File: config.mk
export PLATFORM = sky130hd
export DESIGN_NAME = fpnc_top
export DESIGN_NICKNAME = d
export VERILOG_FILES = /design/src/hw/fpnc_pkg.sv /design/src/hw/fpnc_pipe_regs.sv /design/src/hw/fpnc_operand_class.sv /design/src/hw/fpnc_ops.sv /design/src/hw/fpnc_top.sv
export SDC_FILE = /design/constraint.sdc
export NUM_CORES = 1
export LEC_CHECK = 0
export BUFFER_PORTS_ARGS = -buffer_cell sky130_fd_sc_hd__buf_2
export CAP_MARGIN = 20
export CORE_MARGIN = 1
export CORE_UTILIZATION = 30
export DETAILED_ROUTE_END_ITERATION = 10
export PLACE_DENSITY_LB_ADDON = 0.12
export RECOVER_POWER = 100
export SYNTH_ARGS = -nofsm -noshare
export SYNTH_HDL_FRONTEND = slang
export SYNTH_SLANG_ARGS = --single-unit
File: constraint.sdc
create_clock -name clk_i -period 2.61 [get_ports clk_i]
set_input_delay 0.522 -clock clk_i [delete_from_list [all_inputs] [get_ports clk_i]]
set_output_delay 0.522 -clock clk_i [all_outputs]
set_load 0.01 [all_outputs]
File: src/hw/fpnc_pkg.sv
/* Shared widths, encodings and types of the binary32 non-arithmetic FPU
   Imported by the operand classifier, the operation logic and the top level */

`default_nettype none

package fpnc_pkg;

  // ------------------
  // Format widths
  // ------------------
  // Operand and result word
  localparam int unsigned FP_W    = 32;
  // Exponent and mantissa fields of binary32
  localparam int unsigned EXP_W   = 8;
  localparam int unsigned MAN_W   = 23;
  // One-hot class mask
  localparam int unsigned CLASS_W = 10;

  // ------------------
  // Operation encodings
  // ------------------
  typedef enum logic [1:0] {
    OP_SGNJ     = 2'd0,
    OP_MINMAX   = 2'd1,
    OP_CMP      = 2'd2,
    OP_CLASSIFY = 2'd3
  } fpnc_op_e;

  // Variant select, meaning depends on the operation
  // SUB_0 is SGNJ, MIN or LE
  // SUB_1 is SGNJN, MAX or LT
  // SUB_2 is SGNJX or EQ
  // SUB_3 is sign injection passthrough
  typedef enum logic [2:0] {
    SUB_0 = 3'd0,
    SUB_1 = 3'd1,
    SUB_2 = 3'd2,
    SUB_3 = 3'd3
  } fpnc_sub_e;

  // Class mask, one bit per class
  typedef enum logic [CLASS_W-1:0] {
    NEGINF  = 10'b00_0000_0001,
    NEGNORM = 10'b00_0000_0010,
    NEGSUB  = 10'b00_0000_0100,
    NEGZERO = 10'b00_0000_1000,
    POSZERO = 10'b00_0001_0000,
    POSSUB  = 10'b00_0010_0000,
    POSNORM = 10'b00_0100_0000,
    POSINF  = 10'b00_1000_0000,
    SNAN    = 10'b01_0000_0000,
    QNAN    = 10'b10_0000_0000
  } fpnc_class_e;

  // ------------------
  // Operand word
  // ------------------
  // Field view of a binary32 value
  typedef struct packed {
    logic             sign;
    logic [EXP_W-1:0] exponent;
    logic [MAN_W-1:0] mantissa;
  } fp_fields_t;

  // Same word seen as fields or as a plain unsigned number
  // The raw view gives magnitude ordering for equal signs
  typedef union packed {
    fp_fields_t      fields;
    logic [FP_W-1:0] raw;
  } fp_word_u;

  // Canonical quiet NaN, positive with only the top mantissa bit set
  localparam logic [FP_W-1:0] QNAN_WORD = {1'b0, {EXP_W{1'b1}}, 1'b1, {(MAN_W-1){1'b0}}};

  // Operand classification flags
  typedef struct packed {
    logic is_zero;
    logic is_subnormal;
    logic is_normal;
    logic is_inf;
    logic is_nan;
    logic is_signalling;
  } fp_info_t;

endpackage

`default_nettype wire

File: src/hw/fpnc_pipe_regs.sv
/* Chain of valid/ready register stages for a payload of any width
   A count of zero gives a plain wire path from input to output */

`timescale 1ns/10ps
`default_nettype none

module fpnc_pipe_regs #(
  parameter int unsigned DATA_W   = 32,
  parameter int unsigned NUM_REGS = 1
) (
  input  logic              clk_i,
  input  logic              rst_n_i,
  // Upstream side
  input  logic              valid_i,
  input  logic [DATA_W-1:0] data_i,
  output logic              ready_o,
  // Downstream side
  output logic              valid_o,
  output logic [DATA_W-1:0] data_o,
  input  logic              ready_i
);

  // Index k holds the item after k register stages
  logic [DATA_W-1:0] stage_data  [0:NUM_REGS];
  logic              stage_valid [0:NUM_REGS];
  // Ready travels backwards and is combinational
  logic              stage_ready [0:NUM_REGS];

  // ------------------
  // Chain entry
  // ------------------
  assign stage_data[0]  = data_i;
  assign stage_valid[0] = valid_i;
  assign ready_o        = stage_ready[0];

  // ------------------
  // Register stages
  // ------------------
  for (genvar k = 0; k < NUM_REGS; k++) begin : gen_stage
    logic load_en;

    // Stage can take an item when empty downstream or when its item moves on
    assign stage_ready[k] = stage_ready[k+1] | ~stage_valid[k+1];

    // Payload only loads for a real item, bubbles leave it untouched
    assign load_en = stage_ready[k] & stage_valid[k];

    // Valid bit follows upstream whenever the stage is ready
    always_ff @(posedge clk_i) begin
      if (!rst_n_i) begin
        stage_valid[k+1] <= 1'b0;
      end else if (stage_ready[k]) begin
        stage_valid[k+1] <= stage_valid[k];
      end
    end

    // Payload register
    always_ff @(posedge clk_i) begin
      if (load_en) begin
        stage_data[k+1] <= stage_data[k];
      end
    end
  end

  // ------------------
  // Chain exit
  // ------------------
  assign stage_ready[NUM_REGS] = ready_i;
  assign valid_o               = stage_valid[NUM_REGS];
  assign data_o                = stage_data[NUM_REGS];

  // Item held by back-pressure is still offered next cycle
  a_valid_hold: assert property (@(posedge clk_i) disable iff (!rst_n_i)
    valid_o && !ready_i |=> valid_o);

  // Held item keeps its payload
  a_data_hold: assert property (@(posedge clk_i) disable iff (!rst_n_i)
    valid_o && !ready_i |=> $stable(data_o));

endmodule

`default_nettype wire

File: src/hw/fpnc_operand_class.sv
/* Classifies one binary32 operand from its exponent and mantissa fields
   Purely combinational, one instance per operand */

`timescale 1ns/10ps
`default_nettype none

module fpnc_operand_class (
  input  fpnc_pkg::fp_word_u word_i,
  output fpnc_pkg::fp_info_t info_o
);

  import fpnc_pkg::*;

  logic exp_zero;
  logic exp_ones;
  logic man_zero;

  // Field tests
  assign exp_zero = (word_i.fields.exponent == '0);
  assign exp_ones = (word_i.fields.exponent == '1);
  assign man_zero = (word_i.fields.mantissa == '0);

  // Zero exponent splits into zero and subnormal by mantissa
  assign info_o.is_zero      = exp_zero & man_zero;
  assign info_o.is_subnormal = exp_zero & ~man_zero;

  // Any other finite exponent
  assign info_o.is_normal    = ~exp_zero & ~exp_ones;

  // All-ones exponent splits into infinity and NaN
  assign info_o.is_inf       = exp_ones & man_zero;
  assign info_o.is_nan       = exp_ones & ~man_zero;

  // Quiet bit is the top mantissa bit
  // Signalling when it is clear
  assign info_o.is_signalling = exp_ones & ~man_zero & ~word_i.fields.mantissa[MAN_W-1];

endmodule

`default_nettype wire

File: src/hw/fpnc_ops.sv
/* Sign injection, min/max, comparison and classification of binary32 operands
   Purely combinational, placed between the input and output register chains */

`timescale 1ns/10ps
`default_nettype none

module fpnc_ops (
  input  fpnc_pkg::fp_word_u  opa_i,
  input  fpnc_pkg::fp_word_u  opb_i,
  input  fpnc_pkg::fpnc_op_e  op_i,
  input  fpnc_pkg::fpnc_sub_e sub_i,
  input  logic                op_mod_i,
  output fpnc_pkg::fp_word_u  result_o,
  output logic                invalid_o
);

  import fpnc_pkg::*;

  // ------------------
  // Operand classes
  // ------------------
  fp_info_t info_a;
  fp_info_t info_b;

  fpnc_operand_class u_class_a (
    .word_i ( opa_i  ),
    .info_o ( info_a )
  );

  fpnc_operand_class u_class_b (
    .word_i ( opb_i  ),
    .info_o ( info_b )
  );

  // Special case reductions
  logic any_nan;
  logic both_nan;
  logic any_snan;

  assign any_nan  = info_a.is_nan | info_b.is_nan;
  assign both_nan = info_a.is_nan & info_b.is_nan;
  assign any_snan = info_a.is_signalling | info_b.is_signalling;

  // ------------------
  // Shared ordering
  // ------------------
  logic operands_equal;
  logic a_smaller;

  // Plus and minus zero count as equal
  assign operands_equal = (opa_i.raw == opb_i.raw) | (info_a.is_zero & info_b.is_zero);

  // Unsigned order of the raw words flips once a negative sign is involved
  assign a_smaller = (opa_i.raw < opb_i.raw) ^ (opa_i.fields.sign | opb_i.fields.sign);

  // ------------------
  // Sign injection
  // ------------------
  fp_word_u sgnj_res;

  always_comb begin : sign_inject
    // Start from a, only the sign changes
    sgnj_res = opa_i;
    unique case (sub_i)
      SUB_0:   sgnj_res.fields.sign = opb_i.fields.sign;
      SUB_1:   sgnj_res.fields.sign = ~opb_i.fields.sign;
      SUB_2:   sgnj_res.fields.sign = opa_i.fields.sign ^ opb_i.fields.sign;
      // Passthrough and unused codes keep a as is
      default: sgnj_res = opa_i;
    endcase
  end

  // ------------------
  // Min / max
  // ------------------
  fp_word_u minmax_res;
  logic     minmax_invalid;

  // Quiet ordering, only signalling NaNs raise invalid
  assign minmax_invalid = any_snan;

  always_comb begin : min_max
    if (both_nan) begin
      minmax_res.raw = QNAN_WORD;
    end else if (info_a.is_nan) begin
      // One NaN yields the other operand
      minmax_res = opb_i;
    end else if (info_b.is_nan) begin
      minmax_res = opa_i;
    end else begin
      unique case (sub_i)
        // Ties such as +0 against -0 return a
        SUB_0:   minmax_res = (a_smaller | operands_equal) ? opa_i : opb_i;
        SUB_1:   minmax_res = (a_smaller & ~operands_equal) ? opb_i : opa_i;
        default: minmax_res = opa_i;
      endcase
    end
  end

  // ------------------
  // Comparison
  // ------------------
  logic cmp_flag;
  logic cmp_invalid;

  always_comb begin : compare
    cmp_flag    = 1'b0;
    cmp_invalid = 1'b0;
    // Signalling NaN is always false and invalid
    if (any_snan) begin
      cmp_invalid = 1'b1;
    end else begin
      unique case (sub_i)
        // LE and LT are signalling comparisons, quiet NaN is invalid too
        SUB_0: begin
          if (any_nan) cmp_invalid = 1'b1;
          else         cmp_flag    = (a_smaller | operands_equal) ^ op_mod_i;
        end
        SUB_1: begin
          if (any_nan) cmp_invalid = 1'b1;
          else         cmp_flag    = (a_smaller & ~operands_equal) ^ op_mod_i;
        end
        // EQ is quiet, NaN is never equal
        SUB_2: begin
          if (any_nan) cmp_flag = op_mod_i;
          else         cmp_flag = operands_equal ^ op_mod_i;
        end
        default: cmp_flag = 1'b0;
      endcase
    end
  end

  // ------------------
  // Classification
  // ------------------
  fpnc_class_e class_mask;

  always_comb begin : classify
    if (info_a.is_normal) begin
      class_mask = opa_i.fields.sign ? NEGNORM : POSNORM;
    end else if (info_a.is_subnormal) begin
      class_mask = opa_i.fields.sign ? NEGSUB : POSSUB;
    end else if (info_a.is_zero) begin
      class_mask = opa_i.fields.sign ? NEGZERO : POSZERO;
    end else if (info_a.is_inf) begin
      class_mask = opa_i.fields.sign ? NEGINF : POSINF;
    end else if (info_a.is_signalling) begin
      class_mask = SNAN;
    end else begin
      class_mask = QNAN;
    end
  end

  // ------------------
  // Result select
  // ------------------
  always_comb begin : select_result
    unique case (op_i)
      OP_SGNJ: begin
        result_o  = sgnj_res;
        invalid_o = 1'b0;
      end
      OP_MINMAX: begin
        result_o  = minmax_res;
        invalid_o = minmax_invalid;
      end
      OP_CMP: begin
        result_o.raw = {{(FP_W-1){1'b0}}, cmp_flag};
        invalid_o    = cmp_invalid;
      end
      // Mask returns in the low bits of the word
      default: begin
        result_o.raw = {{(FP_W-CLASS_W){1'b0}}, class_mask};
        invalid_o    = 1'b0;
      end
    endcase
  end

endmodule

`default_nettype wire

File: src/hw/fpnc_top.sv
/* Top level of the binary32 non-arithmetic FPU with valid/ready handshakes
   Request goes through the input chain, the operation logic and the output chain */

`timescale 1ns/10ps
`default_nettype none

module fpnc_top #(
  parameter int unsigned NUM_INP_REGS = 1,
  parameter int unsigned NUM_OUT_REGS = 1,
  parameter int unsigned TAG_W        = 4
) (
  input  logic                      clk_i,
  input  logic                      rst_n_i,
  // Request side
  input  logic                      in_valid_i,
  input  logic [fpnc_pkg::FP_W-1:0] opa_i,
  input  logic [fpnc_pkg::FP_W-1:0] opb_i,
  input  fpnc_pkg::fpnc_op_e        op_i,
  input  fpnc_pkg::fpnc_sub_e       sub_i,
  input  logic                      op_mod_i,
  input  logic [TAG_W-1:0]          tag_i,
  output logic                      in_ready_o,
  // Result side
  output logic                      out_valid_o,
  output logic [fpnc_pkg::FP_W-1:0] result_o,
  output logic                      invalid_o,
  output logic [TAG_W-1:0]          tag_o,
  input  logic                      out_ready_i
);

  import fpnc_pkg::*;

  // Payload widths of the two chains
  localparam int unsigned OP_W  = $bits(fpnc_op_e);
  localparam int unsigned SUB_W = $bits(fpnc_sub_e);
  localparam int unsigned INP_W = 2 * FP_W + OP_W + SUB_W + 1 + TAG_W;
  localparam int unsigned OUT_W = FP_W + 1 + TAG_W;

  logic [INP_W-1:0] inp_data_d;
  logic [INP_W-1:0] inp_data_q;
  logic [OUT_W-1:0] out_data_d;
  logic [OUT_W-1:0] out_data_q;

  // Handshake between the two chains
  logic mid_valid;
  logic mid_ready;

  // Request fields after the input chain
  logic [FP_W-1:0]  mid_opa;
  logic [FP_W-1:0]  mid_opb;
  logic [OP_W-1:0]  mid_op;
  logic [SUB_W-1:0] mid_sub;
  logic             mid_op_mod;
  logic [TAG_W-1:0] mid_tag;

  fp_word_u ops_result;
  logic     ops_invalid;

  // ------------------
  // Input chain
  // ------------------
  assign inp_data_d = {opa_i, opb_i, op_i, sub_i, op_mod_i, tag_i};

  fpnc_pipe_regs #(
    .DATA_W   ( INP_W        ),
    .NUM_REGS ( NUM_INP_REGS )
  ) u_inp_regs (
    .clk_i   ( clk_i      ),
    .rst_n_i ( rst_n_i    ),
    .valid_i ( in_valid_i ),
    .data_i  ( inp_data_d ),
    .ready_o ( in_ready_o ),
    .valid_o ( mid_valid  ),
    .data_o  ( inp_data_q ),
    .ready_i ( mid_ready  )
  );

  assign {mid_opa, mid_opb, mid_op, mid_sub, mid_op_mod, mid_tag} = inp_data_q;

  // ------------------
  // Operation logic
  // ------------------
  fpnc_ops u_ops (
    .opa_i     ( mid_opa                 ),
    .opb_i     ( mid_opb                 ),
    .op_i      ( fpnc_op_e'(mid_op)      ),
    .sub_i     ( fpnc_sub_e'(mid_sub)    ),
    .op_mod_i  ( mid_op_mod              ),
    .result_o  ( ops_result              ),
    .invalid_o ( ops_invalid             )
  );

  // ------------------
  // Output chain
  // ------------------
  // Tag bypasses the operation logic
  assign out_data_d = {ops_result.raw, ops_invalid, mid_tag};

  fpnc_pipe_regs #(
    .DATA_W   ( OUT_W        ),
    .NUM_REGS ( NUM_OUT_REGS )
  ) u_out_regs (
    .clk_i   ( clk_i       ),
    .rst_n_i ( rst_n_i     ),
    .valid_i ( mid_valid   ),
    .data_i  ( out_data_d  ),
    .ready_o ( mid_ready   ),
    .valid_o ( out_valid_o ),
    .data_o  ( out_data_q  ),
    .ready_i ( out_ready_i )
  );

  assign {result_o, invalid_o, tag_o} = out_data_q;

endmodule

`default_nettype wire

==> results of run 1 <==
==> through the flow <==
stage | utilization, % | area (sq um) | hold slack (ns) | power, mW
5_1_grt | 46.0 | 7950 | 0.244 | 5.35
3_3_place_gp | 40.2 | 6950 | 0.404 | 2.76
6_report | 46.0 | 7950 | 0.278 | 5.13
3_5_place_dp | 40.2 | 6950 | 0.412 | 2.77
2_1_floorplan | - | 5400 | 0.400 | 2.47
4_1_cts | 45.0 | 7780 | 0.257 | 5.17
==> placed cells by master (no fill, tap or decap), types with 4 or more instances in the layout <==
cell,n
nor2b_1,6
nand2_1,14
buf_4,95
a221o_1,7
nor4_1,9
buf_2,75
nor4_2,5
a21oi_1,19
nor2_1,12
ha_1,29
a22o_1,12
nor2_2,5
nand4_1,14
inv_2,4
clkbuf_16,17
clkbuf_1,43
ha_4,8
nor3_1,6
nand3_1,4
inv_1,36
a21oi_2,4
edfxtp_1,111
buf_6,7
clkinvlp_4,5
o21ai_0,4
==> what timing repair did <==
item                                    in CTS  in global routing
endpoints found under the setup margin      32                 33
pin swaps                                   19                 32
gates cloned                                 1                  0
resized for setup                           38                 37
buffers inserted                             4                  6
==> cell families (layout without fill, tap and decap cells) <==
group	Yosys count	after routing	share of synthesized area, %
AND/OR/NAND/NOR	100	100	10.5
adder cells (fa/ha/maj)	37	37	8.69
AO/OA/AOI/OAI	88	88	12.7
flip-flops	113	113	63.3
buffers and inverters	48	295	4.04
XOR/XNOR	3	3	0.775
==> registers in the layout, summed over array words and instances (netlist names) <==
signal	cells
u_out_regs.valid_o	1
u_inp_regs.data_o	74
u_inp_regs.valid_o	1
u_out_regs.data_o	37
==> worst paths after layout <==
kind	endpoint	cells past startpoint
worst min-delay path	u_inp_regs.data_o[49]$_DFFE_PP_	1
worst max register to register	u_out_regs.data_o[7]$_DFFE_PP_	10
worst max-delay path	u_out_regs.data_o[7]$_DFFE_PP_	10
worst min register to register	u_out_regs.data_o[2]$_DFFE_PP_	0
==> routing by layer <==
metal	up-vias	routed length [um]	GRT usage [%]
met1	2024	6880	22.2
li1	2006	-	-
met4	0	181	5.37
met3	16	769	4.56
met5	-	0	0
met2	114	7450	28.9
==> power by group <==
group	internal (mW)	total [mW]	switching, mW
Clock	1.49	2.31	0.826
Combinational	0.304	0.625	0.321
Sequential	2.12	2.19	0.0665
Total	3.91	5.13	1.21
==> area by class of cell <==
type	count	area, sq um
flip-flops and latches	113	3370
inverters	40	150
well taps	225	282
clock inverters	15	168
multi-input cells	228	2180
fillers	1630	9350
clock buffers	17	425
repair buffers	223	1370
==> worst register-to-register path, cell delays in order, from the launching register on <==
cell and delay (ns):
edfxtp_1 0.44, ha_4 0.28, a21oi_2 0.12, o21ai_2 0.08, a221o_1 0.37, o21ai_4 0.21
and4_4 0.27, o21a_4 0.17, o31ai_4 0.09, buf_6 0.16, a221o_2 0.36
==> results.cfg, run 1 <==
[floorplanning]
die_h_um = 135
core_area_sq_um = 17300
dieWidth_um = 135
ioPinCount = 117
initial_core_util_pct = 30.8
design.die.area_sq_um = 18300
rows = 48

[sta]
fin_crit_sh_pct = 108
slew_violations = 0
setup_viol = 30
hold_viol_final = 0
max_freq_ghz = 0.355
worst_slack_ns = -0.205
fin_tns_setup_ns = -3.89
rsz0062_at_grt = yes
relSlewSlack_pct = 32.7
tightest_slew_ns = 1.01
fin_skew_ns = 0.00689
finalCriticalPeriod_ns = 2.81

[clock_tree]
clock_latency_ns = 0.42
cts_tree = yes
ctsHoldBuffers = 0
cts.clk_slew.worst_paths_ns = 0.06
clock_sinks = 113
cts_buffers = 17
cts_max_level = 4
cts-root-buf = clkbuf_16
cts_buffer_depth = 2

[routing]
drt_iter0_drc = 268
drc = 0
ant_nets = 0
avgRoutedWirePerCell_um = 17.8
vias = 4160
wirelength_um = 15300
drt_pass1_iterations = 5
via_per_inst = 4.83

[critical_path]
worst-path-buf-inv = 1
worst_setup_path_start_kind = register
crit_type = reg -> reg
endpoint_kind = register
critical_path.startpoint = u_inp_regs.data_o[57]$_DFFE_PP_
critPathMaxFanout = 5
arrival_ns = 2.98
slowest_stage = edfxtp_1
cp.required_ns = 2.77
rrSetupSlack_ns = -0.20
critPathTopFamily = compound AO/OA/AOI/OAI gates
worstReg2RegStart = u_inp_regs.data_o[57]$_DFFE_PP_
path_cells = ha_4 -> a21oi_2 -> o21ai_2 -> a221o_1 -> o21ai_4 -> and4_4 -> o21a_4 -> o31ai_4 -> buf_6 -> a221o_2
cpPeakStageDelay_ns = 0.44

[global_route]
grtUsageTotal_pct = 17.4
grt_overflow = 0
antenna_found_initial = 0
grt_max_degree = 75
grt_pass1_vias = 4358
grt_first_pass_wirelength_um = 23500

[place]
dp_hpwl_um = 11000
port_buffers = 116
dp_slack_ns = -0.394
gp_routability_congestion = 0.885
dp_cells = 818

[synth]
ys_seq_area_share_pct = 63.3
synth_enable_flop_cells = 111
async_flop_share_pct = 0
ys_dominant_reg_cell = edfxtp_1
netlist_instances = 389
syn-num-nets = 504
synthTopCellsByCount = 111 x edfxtp_1, 40 x inv_1, 37 x ha_1
post-synth-top-count-cell = edfxtp_1
synthTopCellsByArea = edfxtp_1 63%, ha_1 8.7%, inv_1 2.8%, a21oi_1 2.3%, a22o_1 2.0%
netlist.area_leader.share_pct = 62.6
synth_warnings = 0
synthesis.area_sq_um = 5330
ys_ff_latch = 113
syn_area_per_cell_sq_um = 13.7
synth_cell_types = 59
synth_top_area_cell = edfxtp_1

[final_layout]
area_growth_pct = 49.2
diodes = 0
nNetsFinal = 738
fin_cells = 861
drive_gt1_share_pct = 44.0

[power_and_ir_drop]
vdd_drop_max_uv = 431
p_leak_nw = 3.13
powerDensity_nw_per_um2 = 645

[hold_path]
min_from = opa_i[7]
worstHoldPathType = in -> reg

[status]
status = finished, violations left
violations = setup timing

[run]
max-cap-violations = 0
Power figures use the tool's default switching activity.
==> run 2: changes to the inputs <==
--- a/config.mk
+++ b/config.mk
@@ -12,6 +12,8 @@
 export DETAILED_ROUTE_END_ITERATION = 10
 export PLACE_DENSITY_LB_ADDON = 0.12
 export RECOVER_POWER = 100
+export SETUP_SLACK_MARGIN = 0.02
+export SKIP_LAST_GASP = 1
 export SYNTH_ARGS = -nofsm -noshare
 export SYNTH_HDL_FRONTEND = slang
 export SYNTH_SLANG_ARGS = --single-unit
==> results.cfg, run 2 (synthesis results as in run 1) <==
[routing]
drt_iter0_drc = 281
via_per_inst = 4.80
drc = 0
ant_nets = 0
avgRoutedWirePerCell_um = 17.4
drt_pass1_iterations = 5
wirelength_um = 14900
vias = 4117

[sta]
rsz0062_at_grt = yes
max_freq_ghz = 0.357
slew_violations = 0
relSlewSlack_pct = 7.15
worst_hold_slack_ns = 0.280
fin_tns_setup_ns = -3.64
setup_viol = 29
tightest_slew_ns = 1.39
finalCriticalPeriod_ns = 2.80
fin_crit_sh_pct = 107
worst_slack_ns = -0.188
fin_skew_ns = 0.00977
hold_viol_final = 0

[power_and_ir_drop]
power.total_mw = 5.15
p_leak_nw = 3.09
powerDensity_nw_per_um2 = 666
vdd_drop_max_uv = 407

[critical_path]
path_cells = ha_1 -> a21oi_1 -> o21ai_1 -> a221o_1 -> o21ai_2 -> and4_4 -> o21a_4 -> o31ai_4 -> buf_6 -> a221o_2
worst_setup_path_start_kind = register
slowest_stage = edfxtp_1
crit_type = reg -> reg
critPathMaxFanout = 5
arrival_ns = 2.95
endpoint_kind = register
cpPeakStageDelay_ns = 0.40
cp.required_ns = 2.77
r2r.worst_path.cells = 10

[status]
status = finished, violations left
violations = setup timing

[global_route]
antenna_found_initial = 0
grtUsageTotal_pct = 17.1
grt_pass1_vias = 4224
grt_first_pass_wirelength_um = 23000
grt_overflow = 0
grt_max_degree = 75

[final_layout]
diodes = 0
nNetsFinal = 734
largest_reg_flops = 74
drive_gt1_share_pct = 40.2
final_core_util_pct = 44.7
final_cell_mix = 111 x edfxtp_1, 95 x buf_4, 74 x buf_2, 46 x clkbuf_1, 39 x inv_1
stdcell_area_sq_um = 7730
area_growth_pct = 45.1
final_common_cell = edfxtp_1

[floorplanning]
die_h_um = 135
core_area_sq_um = 17300
initial_core_util_pct = 30.8
design.die.area_sq_um = 18300
rows = 48
dieWidth_um = 135
ioPinCount = 117

[place]
gp_routability_congestion = 0.880
port_buffers = 116
place_area_sq_um = 6960
dp_hpwl_um = 11000

[clock_tree]
ctsHoldBuffers = 0
clock_latency_ns = 0.41
cts.clk_slew.worst_paths_ns = 0.06
cts-root-buf = clkbuf_16
cts_buffers = 17
cts_buffer_depth = 2
cts_tree = yes
clock_sinks = 113
cts_max_level = 4

[hold_path]
hold_depth = 1
worstHoldPathType = in -> reg

[run]
max-cap-violations = 0
-- run 2: cell count changes in the layout (fill, tap and decap cells not counted), sizes merged --
cell	change
clkbuf	+8
clkinvlp	-2
inv	-1
buf	-7
clkinv	-3
a21oi	+1
-- run 2: metal layers --
metal	global-route usage (%)	up-vias	wire, um
met4	5.18	0	136
met5	0	-	0
met2	28.3	117	7320
met3	4.30	8	749
li1	-	2003	-
met1	22.0	1989	6730
-- run 2: area by class of cell --
type	count	area (sq um)
Clock buffer	23	478
Clock inverter	9	131
Fill cell	1652	9570
Inverter	40	150
Multi-Input combinational cell	229	2010
Sequential cell	113	3370
Tap cell	225	282
Timing Repair Buffer	218	1310
-- run 2: per-stage QoR --
step | worst slack, ns | cells
global route | -0.293 | 857
global placement | -0.305 | 821
floorplan | -0.0259 | 389
CTS | -0.199 | 856
finish | -0.188 | 857
detailed placement | -0.287 | 821
-- run 2: power by group --
group          switching, mW  internal (mW)
logic                  0.302          0.281
registers             0.0612           2.12
clock network          0.811           1.57
-- run 2: critical path, delay by kind of cell (launching register included) --
kind / cells / cell delay (ns)
and+or+nand+nor: 1 / 0.28
AOI/OAI and AO/OA: 7 / 1.39
adders and majority gates: 1 / 0.32
DFF: 1 / 0.40
buffers and inverters: 1 / 0.15
-- run 2: path summary, 6_finish.rpt --
check / startpoint / end / slack [ns]
hold / removal: opb_i[18] / u_inp_regs.data_o[28]$_DFFE_PP_ / 0.28
setup reg to reg: u_inp_regs.data_o[55]$_DFFE_PP_ / u_out_regs.data_o[7]$_DFFE_PP_ / -0.19
hold reg to reg: u_inp_regs.data_o[0]$_DFFE_PP_ / u_out_regs.data_o[0]$_DFFE_PP_ / 0.42
setup / recovery: u_inp_regs.data_o[55]$_DFFE_PP_ / u_out_regs.data_o[7]$_DFFE_PP_ / -0.19
-- run 2: timing repair --
action	CTS	global route
cloned	1	1
buffers inserted	2	0
endpoints found under the setup margin	33	33
gates resized for setup	20	23
pin swaps	8	13
